==> config.mk <==
export PLATFORM = sky130hd
export DESIGN_NAME = ex_top
export DESIGN_NICKNAME = d
export VERILOG_FILES = /design/src/rv32i_types_pkg.sv /design/src/alu.sv /design/src/cmp.sv /design/src/ex_stage.sv /design/src/ex_mem_reg.sv /design/src/ex_top.sv
export SDC_FILE = /design/constraint.sdc
export NUM_CORES = 1
export LEC_CHECK = 0
export ABC_CLOCK_PERIOD_IN_PS = 12700
export BUFFER_PORTS_ARGS = -buffer_cell sky130_fd_sc_hd__buf_2
export CORE_AREA = 2 2 278 280
export CTS_BUF_LIST = sky130_fd_sc_hd__clkbuf_4
export CTS_CLUSTER_SIZE = 8
export DETAILED_ROUTE_END_ITERATION = 6
export DIE_AREA = 0 0 280 282
export PLACE_DENSITY = 0.53
export SYNTH_ARGS = -nofsm -noshare
export SYNTH_HDL_FRONTEND = slang
export SYNTH_SLANG_ARGS = --single-unit
==> constraint.sdc <==
create_clock -name clk -period 12.7 [get_ports clk]
set_input_delay 1.905 -clock clk [delete_from_list [all_inputs] [get_ports clk]]
set_output_delay 1.905 -clock clk [all_outputs]
set_load 0.05 [all_outputs]
==> src/rv32i_types_pkg.sv <==
package rv32i_types_pkg;

    localparam int XLEN      = 32;
    localparam int ORDER_W   = 64;
    localparam int REG_IDX_W = 5;

    // alu operation as decoded from funct3/funct7
    typedef enum logic [3:0] {
        alu_add  = 4'b0000,
        alu_sub  = 4'b0001,
        alu_sll  = 4'b0010,
        alu_slt  = 4'b0011,
        alu_sltu = 4'b0100,
        alu_xor  = 4'b0101,
        alu_srl  = 4'b0110,
        alu_sra  = 4'b0111,
        alu_or   = 4'b1000,
        alu_and  = 4'b1001
    } alu_ops_t;

    // same code points as the branch funct3
    typedef enum logic [2:0] {
        cmp_beq  = 3'b000,
        cmp_bne  = 3'b001,
        cmp_blt  = 3'b100,
        cmp_bge  = 3'b101,
        cmp_bltu = 3'b110,
        cmp_bgeu = 3'b111
    } cmp_ops_t;

    typedef enum logic {
        rs1_v_alu_ex  = 1'b0,
        pc_out_alu_ex = 1'b1
    } alu_m1_sel_t;

    typedef enum logic [2:0] {
        i_imm_alu_ex = 3'b000,
        u_imm_alu_ex = 3'b001,
        b_imm_alu_ex = 3'b010,
        s_imm_alu_ex = 3'b011,
        j_imm_alu_ex = 3'b100,
        rs2_v_alu_ex = 3'b101
    } alu_m2_sel_t;

    typedef enum logic {
        rs2_v_cmp_ex = 1'b0,
        i_imm_cmp_ex = 1'b1
    } cmp_m_sel_t;

    // consumed by the memory stage
    typedef struct packed {
        logic       mem_read;
        logic       mem_write;
        logic [2:0] funct3;
    } mem_signal_t;

    // consumed by writeback
    typedef struct packed {
        logic       regf_we;
        logic [2:0] wb_sel;
    } wb_signal_t;

endpackage

==> src/alu.sv <==
`timescale 1ns/1ps

module alu
import rv32i_types_pkg::*;
(
    input  alu_ops_t          aluop,
    input  logic [XLEN-1:0]   a,
    input  logic [XLEN-1:0]   b,
    output logic [XLEN-1:0]   f
);

    logic signed [XLEN-1:0] as;
    logic signed [XLEN-1:0] bs;
    logic        [4:0]      shamt;

    assign as    = signed'(a);
    assign bs    = signed'(b);
    // only the low five bits count for shifts
    assign shamt = b[4:0];

    always_comb begin
        f = '0;
        case (aluop)
            alu_add:  f = a + b;
            alu_sub:  f = a - b;
            alu_sll:  f = a << shamt;
            alu_slt:  f = {{(XLEN-1){1'b0}}, (as < bs)};
            alu_sltu: f = {{(XLEN-1){1'b0}}, (a < b)};
            alu_xor:  f = a ^ b;
            alu_srl:  f = a >> shamt;
            alu_sra:  f = unsigned'(as >>> shamt);
            alu_or:   f = a | b;
            alu_and:  f = a & b;
            default:  f = '0;
        endcase
    end

endmodule

==> src/cmp.sv <==
`timescale 1ns/1ps

module cmp
import rv32i_types_pkg::*;
(
    input  cmp_ops_t          cmpop,
    input  logic [XLEN-1:0]   a,
    input  logic [XLEN-1:0]   b,
    output logic              br_en
);

    logic eq;
    logic lt;
    logic ltu;

    assign eq  = (a == b);
    assign lt  = (signed'(a) < signed'(b));
    assign ltu = (a < b);

    always_comb begin
        br_en = 1'b0;
        case (cmpop)
            cmp_beq:  br_en = eq;
            cmp_bne:  br_en = ~eq;
            cmp_blt:  br_en = lt;
            cmp_bge:  br_en = ~lt;
            cmp_bltu: br_en = ltu;
            cmp_bgeu: br_en = ~ltu;
            default:  br_en = 1'b0;
        endcase
    end

endmodule

==> src/ex_stage.sv <==
`timescale 1ns/1ps

module ex_stage
import rv32i_types_pkg::*;
(
    input  logic                   valid,
    input  logic [XLEN-1:0]        inst,
    input  logic [XLEN-1:0]        pc,
    input  logic [ORDER_W-1:0]     order,
    input  alu_m1_sel_t            alu_m1_sel,
    input  alu_m2_sel_t            alu_m2_sel,
    input  cmp_m_sel_t             cmp_m_sel,
    input  alu_ops_t               alu_ops,
    input  cmp_ops_t               cmp_ops,
    input  mem_signal_t            mem_signal,
    input  wb_signal_t             wb_signal,
    input  logic [XLEN-1:0]        i_imm,
    input  logic [XLEN-1:0]        s_imm,
    input  logic [XLEN-1:0]        b_imm,
    input  logic [XLEN-1:0]        u_imm,
    input  logic [XLEN-1:0]        j_imm,
    input  logic [XLEN-1:0]        rs1_v,
    input  logic [XLEN-1:0]        rs2_v,
    input  logic [REG_IDX_W-1:0]   rs1_s,
    input  logic [REG_IDX_W-1:0]   rs2_s,
    input  logic [REG_IDX_W-1:0]   rd_s,

    output logic                   ex_valid,
    output logic [XLEN-1:0]        ex_inst,
    output logic [XLEN-1:0]        ex_pc,
    output logic [ORDER_W-1:0]     ex_order,
    output mem_signal_t            ex_mem_signal,
    output wb_signal_t             ex_wb_signal,
    output logic [XLEN-1:0]        ex_alu_out,
    output logic [XLEN-1:0]        ex_br_en,
    output logic [XLEN-1:0]        ex_u_imm,
    output logic [XLEN-1:0]        ex_rs1_v,
    output logic [XLEN-1:0]        ex_rs2_v,
    output logic [REG_IDX_W-1:0]   ex_rs1_s,
    output logic [REG_IDX_W-1:0]   ex_rs2_s,
    output logic [REG_IDX_W-1:0]   ex_rd_s
);

    logic [XLEN-1:0] alu_a;
    logic [XLEN-1:0] alu_b;
    logic [XLEN-1:0] cmp_b;
    logic [XLEN-1:0] alu_f;
    logic            cmp_br;

    // pc operand for auipc and jal
    always_comb begin
        alu_a = rs1_v;
        case (alu_m1_sel)
            rs1_v_alu_ex:  alu_a = rs1_v;
            pc_out_alu_ex: alu_a = pc;
            default:       alu_a = rs1_v;
        endcase
    end

    always_comb begin
        alu_b = '0;
        case (alu_m2_sel)
            i_imm_alu_ex: alu_b = i_imm;
            u_imm_alu_ex: alu_b = u_imm;
            b_imm_alu_ex: alu_b = b_imm;
            s_imm_alu_ex: alu_b = s_imm;
            j_imm_alu_ex: alu_b = j_imm;
            rs2_v_alu_ex: alu_b = rs2_v;
            default:      alu_b = '0;
        endcase
    end

    // i_imm here serves slti/sltiu
    assign cmp_b = (cmp_m_sel == i_imm_cmp_ex) ? i_imm : rs2_v;

    alu u_alu (
        .aluop (alu_ops),
        .a     (alu_a),
        .b     (alu_b),
        .f     (alu_f)
    );

    cmp u_cmp (
        .cmpop (cmp_ops),
        .a     (rs1_v),
        .b     (cmp_b),
        .br_en (cmp_br)
    );

    assign ex_alu_out    = alu_f;
    assign ex_br_en      = {{(XLEN-1){1'b0}}, cmp_br};

    // pass-through to the memory stage
    assign ex_valid      = valid;
    assign ex_inst       = inst;
    assign ex_pc         = pc;
    assign ex_order      = order;
    assign ex_mem_signal = mem_signal;
    assign ex_wb_signal  = wb_signal;
    assign ex_u_imm      = u_imm;
    assign ex_rs1_v      = rs1_v;
    assign ex_rs2_v      = rs2_v;
    assign ex_rs1_s      = rs1_s;
    assign ex_rs2_s      = rs2_s;
    assign ex_rd_s       = rd_s;

endmodule

==> src/ex_mem_reg.sv <==
`timescale 1ns/1ps

module ex_mem_reg
import rv32i_types_pkg::*;
(
    input  logic                   clk,
    input  logic                   rst,
    input  logic                   stall,
    input  logic                   flush,

    input  logic                   d_valid,
    input  logic [XLEN-1:0]        d_inst,
    input  logic [XLEN-1:0]        d_pc,
    input  logic [ORDER_W-1:0]     d_order,
    input  mem_signal_t            d_mem_signal,
    input  wb_signal_t             d_wb_signal,
    input  logic [XLEN-1:0]        d_alu_out,
    input  logic [XLEN-1:0]        d_br_en,
    input  logic [XLEN-1:0]        d_u_imm,
    input  logic [XLEN-1:0]        d_rs1_v,
    input  logic [XLEN-1:0]        d_rs2_v,
    input  logic [REG_IDX_W-1:0]   d_rs1_s,
    input  logic [REG_IDX_W-1:0]   d_rs2_s,
    input  logic [REG_IDX_W-1:0]   d_rd_s,

    output logic                   q_valid,
    output logic [XLEN-1:0]        q_inst,
    output logic [XLEN-1:0]        q_pc,
    output logic [ORDER_W-1:0]     q_order,
    output mem_signal_t            q_mem_signal,
    output wb_signal_t             q_wb_signal,
    output logic [XLEN-1:0]        q_alu_out,
    output logic [XLEN-1:0]        q_br_en,
    output logic [XLEN-1:0]        q_u_imm,
    output logic [XLEN-1:0]        q_rs1_v,
    output logic [XLEN-1:0]        q_rs2_v,
    output logic [REG_IDX_W-1:0]   q_rs1_s,
    output logic [REG_IDX_W-1:0]   q_rs2_s,
    output logic [REG_IDX_W-1:0]   q_rd_s
);

    always_ff @(posedge clk) begin
        if (rst) begin
            q_valid      <= 1'b0;
            q_inst       <= '0;
            q_pc         <= '0;
            q_order      <= '0;
            q_mem_signal <= '0;
            q_wb_signal  <= '0;
            q_alu_out    <= '0;
            q_br_en      <= '0;
            q_u_imm      <= '0;
            q_rs1_v      <= '0;
            q_rs2_v      <= '0;
            q_rs1_s      <= '0;
            q_rs2_s      <= '0;
            q_rd_s       <= '0;
        end else if (!stall) begin
            // flush only kills the slot while data still loads
            q_valid      <= d_valid & ~flush;
            q_inst       <= d_inst;
            q_pc         <= d_pc;
            q_order      <= d_order;
            q_mem_signal <= d_mem_signal;
            q_wb_signal  <= d_wb_signal;
            q_alu_out    <= d_alu_out;
            q_br_en      <= d_br_en;
            q_u_imm      <= d_u_imm;
            q_rs1_v      <= d_rs1_v;
            q_rs2_v      <= d_rs2_v;
            q_rs1_s      <= d_rs1_s;
            q_rs2_s      <= d_rs2_s;
            q_rd_s       <= d_rd_s;
        end
    end

endmodule

==> src/ex_top.sv <==
`timescale 1ns/1ps

module ex_top
import rv32i_types_pkg::*;
(
    input  logic                   clk,
    input  logic                   rst,
    input  logic                   stall,
    input  logic                   flush,

    input  logic                   valid,
    input  logic [XLEN-1:0]        inst,
    input  logic [XLEN-1:0]        pc,
    input  logic [ORDER_W-1:0]     order,
    input  alu_m1_sel_t            alu_m1_sel,
    input  alu_m2_sel_t            alu_m2_sel,
    input  cmp_m_sel_t             cmp_m_sel,
    input  alu_ops_t               alu_ops,
    input  cmp_ops_t               cmp_ops,
    input  mem_signal_t            mem_signal,
    input  wb_signal_t             wb_signal,
    input  logic [XLEN-1:0]        i_imm,
    input  logic [XLEN-1:0]        s_imm,
    input  logic [XLEN-1:0]        b_imm,
    input  logic [XLEN-1:0]        u_imm,
    input  logic [XLEN-1:0]        j_imm,
    input  logic [XLEN-1:0]        rs1_v,
    input  logic [XLEN-1:0]        rs2_v,
    input  logic [REG_IDX_W-1:0]   rs1_s,
    input  logic [REG_IDX_W-1:0]   rs2_s,
    input  logic [REG_IDX_W-1:0]   rd_s,

    output logic                   ex_valid,
    output logic [XLEN-1:0]        ex_inst,
    output logic [XLEN-1:0]        ex_pc,
    output logic [ORDER_W-1:0]     ex_order,
    output mem_signal_t            ex_mem_signal,
    output wb_signal_t             ex_wb_signal,
    output logic [XLEN-1:0]        ex_alu_out,
    output logic [XLEN-1:0]        ex_br_en,
    output logic [XLEN-1:0]        ex_u_imm,
    output logic [XLEN-1:0]        ex_rs1_v,
    output logic [XLEN-1:0]        ex_rs2_v,
    output logic [REG_IDX_W-1:0]   ex_rs1_s,
    output logic [REG_IDX_W-1:0]   ex_rs2_s,
    output logic [REG_IDX_W-1:0]   ex_rd_s
);

    // combinational execute result ahead of the boundary
    logic                  res_valid;
    logic [XLEN-1:0]       res_inst;
    logic [XLEN-1:0]       res_pc;
    logic [ORDER_W-1:0]    res_order;
    mem_signal_t           res_mem_signal;
    wb_signal_t            res_wb_signal;
    logic [XLEN-1:0]       res_alu_out;
    logic [XLEN-1:0]       res_br_en;
    logic [XLEN-1:0]       res_u_imm;
    logic [XLEN-1:0]       res_rs1_v;
    logic [XLEN-1:0]       res_rs2_v;
    logic [REG_IDX_W-1:0]  res_rs1_s;
    logic [REG_IDX_W-1:0]  res_rs2_s;
    logic [REG_IDX_W-1:0]  res_rd_s;

    ex_stage u_ex_stage (
        .valid         (valid),          .inst          (inst),
        .pc            (pc),             .order         (order),
        .alu_m1_sel    (alu_m1_sel),     .alu_m2_sel    (alu_m2_sel),
        .cmp_m_sel     (cmp_m_sel),      .alu_ops       (alu_ops),
        .cmp_ops       (cmp_ops),        .mem_signal    (mem_signal),
        .wb_signal     (wb_signal),      .i_imm         (i_imm),
        .s_imm         (s_imm),          .b_imm         (b_imm),
        .u_imm         (u_imm),          .j_imm         (j_imm),
        .rs1_v         (rs1_v),          .rs2_v         (rs2_v),
        .rs1_s         (rs1_s),          .rs2_s         (rs2_s),
        .rd_s          (rd_s),
        .ex_valid      (res_valid),      .ex_inst       (res_inst),
        .ex_pc         (res_pc),         .ex_order      (res_order),
        .ex_mem_signal (res_mem_signal), .ex_wb_signal  (res_wb_signal),
        .ex_alu_out    (res_alu_out),    .ex_br_en      (res_br_en),
        .ex_u_imm      (res_u_imm),      .ex_rs1_v      (res_rs1_v),
        .ex_rs2_v      (res_rs2_v),      .ex_rs1_s      (res_rs1_s),
        .ex_rs2_s      (res_rs2_s),      .ex_rd_s       (res_rd_s)
    );

    ex_mem_reg u_ex_mem_reg (
        .clk          (clk),            .rst          (rst),
        .stall        (stall),          .flush        (flush),
        .d_valid      (res_valid),      .d_inst       (res_inst),
        .d_pc         (res_pc),         .d_order      (res_order),
        .d_mem_signal (res_mem_signal), .d_wb_signal  (res_wb_signal),
        .d_alu_out    (res_alu_out),    .d_br_en      (res_br_en),
        .d_u_imm      (res_u_imm),      .d_rs1_v      (res_rs1_v),
        .d_rs2_v      (res_rs2_v),      .d_rs1_s      (res_rs1_s),
        .d_rs2_s      (res_rs2_s),      .d_rd_s       (res_rd_s),
        .q_valid      (ex_valid),       .q_inst       (ex_inst),
        .q_pc         (ex_pc),          .q_order      (ex_order),
        .q_mem_signal (ex_mem_signal),  .q_wb_signal  (ex_wb_signal),
        .q_alu_out    (ex_alu_out),     .q_br_en      (ex_br_en),
        .q_u_imm      (ex_u_imm),       .q_rs1_v      (ex_rs1_v),
        .q_rs2_v      (ex_rs2_v),       .q_rs1_s      (ex_rs1_s),
        .q_rs2_s      (ex_rs2_s),       .q_rd_s       (ex_rd_s)
    );

endmodule

# After elaboration in Yosys (flattened, before gate mapping)

Index checks and enable logic that the tools add are counted.

Bits in registers: 282
Logic and storage cells: 63
Output and inout port bits: 313

Equal/unequal tests: 20
$add $sub $neg: 2
Shift-type cells: 3
Bitwise logic cells: 9
Magnitude comparators: 4
Reduce and logical (&&, ||, !) cells: 3
Muxes and demuxes: 5

Operators by type and width:

| cell               | count |
|---|---|
| $pmux 32 s10       | 1 |
| $pmux 32 s6        | 1 |
| $lt 32x32->1       | 4 |
| $pmux 32 s2        | 1 |
| $add 32x32->32     | 1 |
| $and 32x32->32     | 1 |
| $eq 32x32->1       | 1 |
| $mux 32            | 1 |
| $or 32x32->32      | 1 |
| $shl 32x5->32      | 1 |
| $shr 32x5->32      | 1 |
| $sshr 32x5->32     | 1 |
| $sub 32x32->32     | 1 |
| $xor 32x32->32     | 1 |
| $eq 3x3->1 const B | 6 |
| $eq 4x3->1 const B | 4 |
| $eq 4x2->1 const B | 2 |
| $eq 4x4->1 const B | 2 |
| $eq 3x1->1 const B | 2 |
| $eq 3x2->1 const B | 2 |
| $logic_not 3->1    | 2 |
| $pmux 1 s6         | 1 |
| $not 1->1          | 5 |
| $eq 4x1->1 const B | 1 |
| 2 further kinds    | 2 |

# Logic depth before layout (Yosys ltp)

Word-level depth: 4
Gate-level depth with buffers: 20

# Hierarchy

A second synthesis with hierarchy kept.

Cells, all modules: 2,993
Area total of the unflattened synthesis: 24,803.8 um^2

Modules (own cells, without submodules):

| module     | cells an instance | times used | area each (um^2) |
|---|---|---|---|
| ex_mem_reg | 1,010             | 1          | 11,187.0 |
| alu        | 1,287             | 1          | 8,064.0 |
| ex_stage   | 577               | 1          | 4,647.0 |
| cmp        | 119               | 1          | 905.9 |

# Worst setup path before layout

OpenSTA, ideal clock, no wires.

Path kind: input-to-reg
From: input port alu_m2_sel[1]
To: register u_ex_mem_reg.q_alu_out[19]
Stages on the path: 19
Required time: 12,614 ps
Path slack: 6,627 ps
Arrival time: 5,987 ps
Path buffers: 5
Path through: buf_2 buf_2 mux2_1 a21oi_1 o221a_2 clkbuf_1 clkbuf_1 ha_1 buf_2 nor3b_1 nor3_1 a21oi_1 a2111o_1 a21oi_1 o21ai_0 a221oi_1 xnor2_1 a22oi_1 a221oi_2

Cells in the longest elaborated chain, start to end: 4
Elaborated cells on any way between the ends: 16
Those cells by class: add/sub: 2; eq/ne: 5; shift: 3; mux: 2; bitwise: 3; reduce/logical: 1

Ends and longest elaborated chain:

| element                                      | RTL line         | source |
|---|---|---|
| start: declaration                           | ex_top.sv:16     | `input alu_m2_sel_t alu_m2_sel,` |
| $eq 3x3->1, or another cell as far along     | ex_stage.sv:62   | `case (alu_m2_sel)` |
| $pmux 32 s6 (*)                              | ex_stage.sv:62   |  |
| $sub 32x32->32, or another cell as far along | alu.sv:25        | `alu_sub: f = a - b;` |
| $pmux 32 s10 (*)                             | alu.sv:23        | `case (aluop)` |
| end signal: assignment                       | ex_mem_reg.sv:66 | `q_alu_out <= d_alu_out;` |
| end: declaration                             | ex_mem_reg.sv:32 | `output logic [XLEN-1:0] q_alu_out,` |

Mark *: on every way between the ends. The rest lies on a longest branch, timed or not.
A chain may end at the register's enable or synchronous reset.

# Worst setup path in the final report

From: input port alu_m2_sel[1]
To: register u_ex_mem_reg.q_alu_out[24]

The elaborated chain is that of the path after synthesis.

==> reports/qor.txt <==
RD Place Congestion -> 1.10
# DRC -> 0
Share of post-route cells with drive strength above 1 -> 27.9%
Final Max Tran Viols -> 0
Critical path endpoint category -> register
Hold slack final -> 452 ps
Fmax -> 0.146 GHz
Largest net degree at the start of global routing -> 142
Hold EP -> u_ex_mem_reg.q_alu_out[4]$_SDFFE_PP0N_
Vias per cell -> 5.81
Clk_skew -> 0 ps
Flop2flop setup slack -> 10500 ps
Final period utilization -> 53.8%
Arrival time worst endpoint -> 7550 ps
Antenna violations before repair -> 83
Final Setup Violations -> 0
Chip width -> 280 µm
CP required -> 13410 ps
Hold Buf Count CTS -> 0
Vias in the first global route -> 23200
Cells on Worst Hold Path -> 2
Crit path max fanout -> 28
Setup total negative slack -> 0 ps
Power per cell area -> 124 mW/mm²
Global route total overflow -> 0
Total track usage -> 34.5%
# nets final -> 3779
First-pass GRT wire length -> 191000 µm
CTS tree -> done
Avg WL per Cell -> 32.8 µm
Die height -> 282 µm
Static leakage -> 12.8 nW
# IOs -> 706
R2R Path End -> u_ex_mem_reg.q_alu_out[16]$_SDFFE_PP0N_
Syn Area/Cell -> 8.01 µm²
Row cnt -> 101
Synth area leaders -> dfxtp_1, mux2i_1, ha_1
Worst reg-to-reg path cell count -> 3
DRT iter0 DRCs -> 3230
Detail Route Antenna Nets -> 0
Final HPWL DP -> 114000 µm
Least-Margin Pin Slew -> 1150 ps
Top-area cell type share of the netlist area -> 26.6%
Detailed Routing Iterations Pass 1 -> 6
Core area -> 0.0757 mm²
Synth warn -> 0
Crit. Startpoint -> alu_m2_sel[1]
Worst r2r src -> u_ex_mem_reg.q_alu_out[16]$_SDFFE_PP0N_
Post-CTS Setup Inserts -> 0
TritonCTS buffer count -> 84
Hold Violations, Final -> 0
Final WL -> 142000 µm
Max-cap viol count -> 0
Synthesized netlist cell count -> 2647
DR vias -> 25200
Relative slew slack -> 20.8%
Clock-pin slew on the worst setup and hold paths -> 60 ps
Root buf cell -> clkbuf_4
CTS sink cnt -> 282
Die area -> 0.0790 mm²
Hold path startpoint -> u_ex_mem_reg.q_alu_out[4]$_SDFFE_PP0N_
Deepest clock path buffer count -> 3
RSZ-0062 raised after global routing -> no
Element type at the critical path start -> input port
IR drop worst, VDD -> 0.0000731 V
Post-layout minimum cycle time -> 6840 ps
Yosys cell types -> 91
Hold Crit Class -> register to register
I/O Buffers -> 674
Post-synthesis register bit count -> 282
Post-CTS Resized -> 0
Area Overhead vs Synth -> 24.5%
Fillers -> 8286
Starting Density -> 28.0%
Top FF cell, synth -> dfxtp_1
Status -> finished, final reports clean
Crit Path Category -> input port to register
Yosys top cell by area -> dfxtp_1
Post-synth EDFFs -> 0
Skew-Pair Late Insertion Delay -> 860 ps
Async set or reset register ratio after synthesis -> 0%
Area of the mapped netlist -> 0.0212 mm²
Htree depth -> 3
Post-synthesis sequential area ratio -> 26.6%
-- kinds of logic (layout without fill, tap and decap cells) --
kind of cell	Yosys count	after routing	share of synthesized area, %
flops	282	282	26.6
other cells	1	77	0.0177
mux	361	361	17.2
compound gates	751	751	24.6
buf+inv	323	956	6.86
simple gates	780	780	16.2
fa+ha+maj	131	131	7.80
xor+xnor	18	18	0.743
-- synth_stat cells (all sizes together), types with 4 or more instances --
cell type and number:
nor3 73, clkbuf 112, ha 129, nor4 13
inv 95, nand3 40, o31ai 13, or2 10
a221o 10, a21oi 189, nand2 146, xnor2 16
a311oi 9, a32oi 6, o21a 10, nor3b 6
o211ai 29, a21o 28, o21ai 132, buf 116
a211oi 27, nor2b 11, a221oi 37, mux2i 350
o2111ai 10, o21bai 18, o32ai 25, or3 14
o22ai 28, mux2 10, a22oi 93, o221ai 19
nand4 13, a21boi 5, and3 35, dfxtp 282
a2111oi 10, nand2b 14, nor2 392, a22o 4
a31oi 23, and2 8
-- power breakdown --
part,switching [W],total [W],internal [W]
Sequential,0.0000340,0.000972,0.000938
Clock,0.000469,0.000911,0.000442
Combinational,0.000995,0.00139,0.000396
-- critical path: stages --
cell and delay (ps):
buf_2 440, mux2i_1 820, or2_1 190, buf_4 340, nand2_1 90, buf_4 250
ha_1 260, fa_1 480, nor2_1 140, o221ai_1 190, a21oi_1 480, or3_1 190
a21oi_1 80, o41ai_1 870, a221oi_1 230, a221o_1 400, o21ai_1 70, a32oi_1 110
-- registers in the layout, indices dropped and copies added (netlist names) --
name / flops
u_ex_mem_reg.q_rd_s: 5
u_ex_mem_reg.q_valid: 1
u_ex_mem_reg.q_rs1_v: 32
u_ex_mem_reg.q_order: 64
u_ex_mem_reg.q_inst: 32
u_ex_mem_reg.q_pc: 32
u_ex_mem_reg.q_br_en: 1
u_ex_mem_reg.q_rs2_v: 32
u_ex_mem_reg.q_rs2_s: 5
u_ex_mem_reg.q_alu_out: 32
u_ex_mem_reg.q_wb_signal: 4
u_ex_mem_reg.q_mem_signal: 5
u_ex_mem_reg.q_rs1_s: 5
u_ex_mem_reg.q_u_imm: 32
-- per-stage QoR --
stage	utilization (%)	power [W]	setup slack, ps	instance area (µm²)	std cells
6_report	34.9	0.00327	5860	26400	4334
2_1_floorplan	-	0.00186	6630	21300	2677
4_1_cts	34.7	0.00325	6150	26300	4288
3_3_place_gp	33.4	0.00235	5410	25300	4147
3_5_place_dp	33.4	0.00233	5310	25300	4147
5_1_grt	34.8	0.00340	5590	26300	4304
-- area by class of cell --
| cell class | instances | area, µm² | area share (%) |
|---|---|---|---|
| Multi-Input combinational cell | 2072 | 14300 | 54.1 |
| Sequential cell | 282 | 5650 | 21.4 |
| Timing Repair Buffer | 720 | 3750 | 14.2 |
| Tap cell | 978 | 1220 | 4.63 |
| Clock buffer | 116 | 871 | 3.30 |
| Inverter | 95 | 359 | 1.36 |
| Clock inverter | 25 | 149 | 0.564 |
| Antenna cell | 46 | 115 | 0.436 |
-- worst max-delay path by stage --
| stage | end | slack, ps | cells after the start |
|---|---|---|---|
| detailed placement | u_ex_mem_reg.q_alu_out[24]$_SDFFE_PP0N_ | 5310 | 18 |
| floorplan | u_ex_mem_reg.q_alu_out[19]$_SDFFE_PP0N_ | 6630 | 19 |
| CTS | u_ex_mem_reg.q_alu_out[30]$_SDFFE_PP0N_ | 6150 | 18 |
| finish | u_ex_mem_reg.q_alu_out[24]$_SDFFE_PP0N_ | 5860 | 18 |
| global placement | u_ex_mem_reg.q_alu_out[24]$_SDFFE_PP0N_ | 5410 | 18 |
| global route | u_ex_mem_reg.q_alu_out[30]$_SDFFE_PP0N_ | 5590 | 18 |
-- layer usage --
metal  vias up  global-route usage, %  part of all wire (%)
met5         -                      0                  0.18
met1     12100                   44.9                    41
met3       349                   13.0                    13
met4        42                   14.6                   4.7
li1      10900                      -                     -
met2      1750                   50.7                    42
-- layout by cell type (no fill, tap or decap), types with 13 or more instances in the layout --
master	synthesis	layout
buf_2	42	672
o221ai_1	19	19
o21ai_0	104	104
ha_1	129	129
nand2_1	146	146
dfxtp_1	282	282
nor2_1	389	383
nand3_1	40	40
a22oi_1	93	93
clkbuf_4	0	116
clkinv_1	0	13
o22ai_1	27	26
nand2b_1	14	14
a21o_1	28	28
nor3_1	71	70
buf_4	34	45
xnor2_1	16	16
o21bai_1	18	18
o21ai_1	27	27
conb_1	1	31
nand4_1	13	13
a21oi_1	186	186
o32ai_1	15	15
and3_1	35	35
a221oi_1	27	27
diode_2	0	46
mux2i_1	349	348
or3_1	14	13
a31oi_1	23	23
o211ai_1	29	29
a211oi_1	26	26
inv_1	92	91
Note: power is estimated with default switching activity, not from simulation.
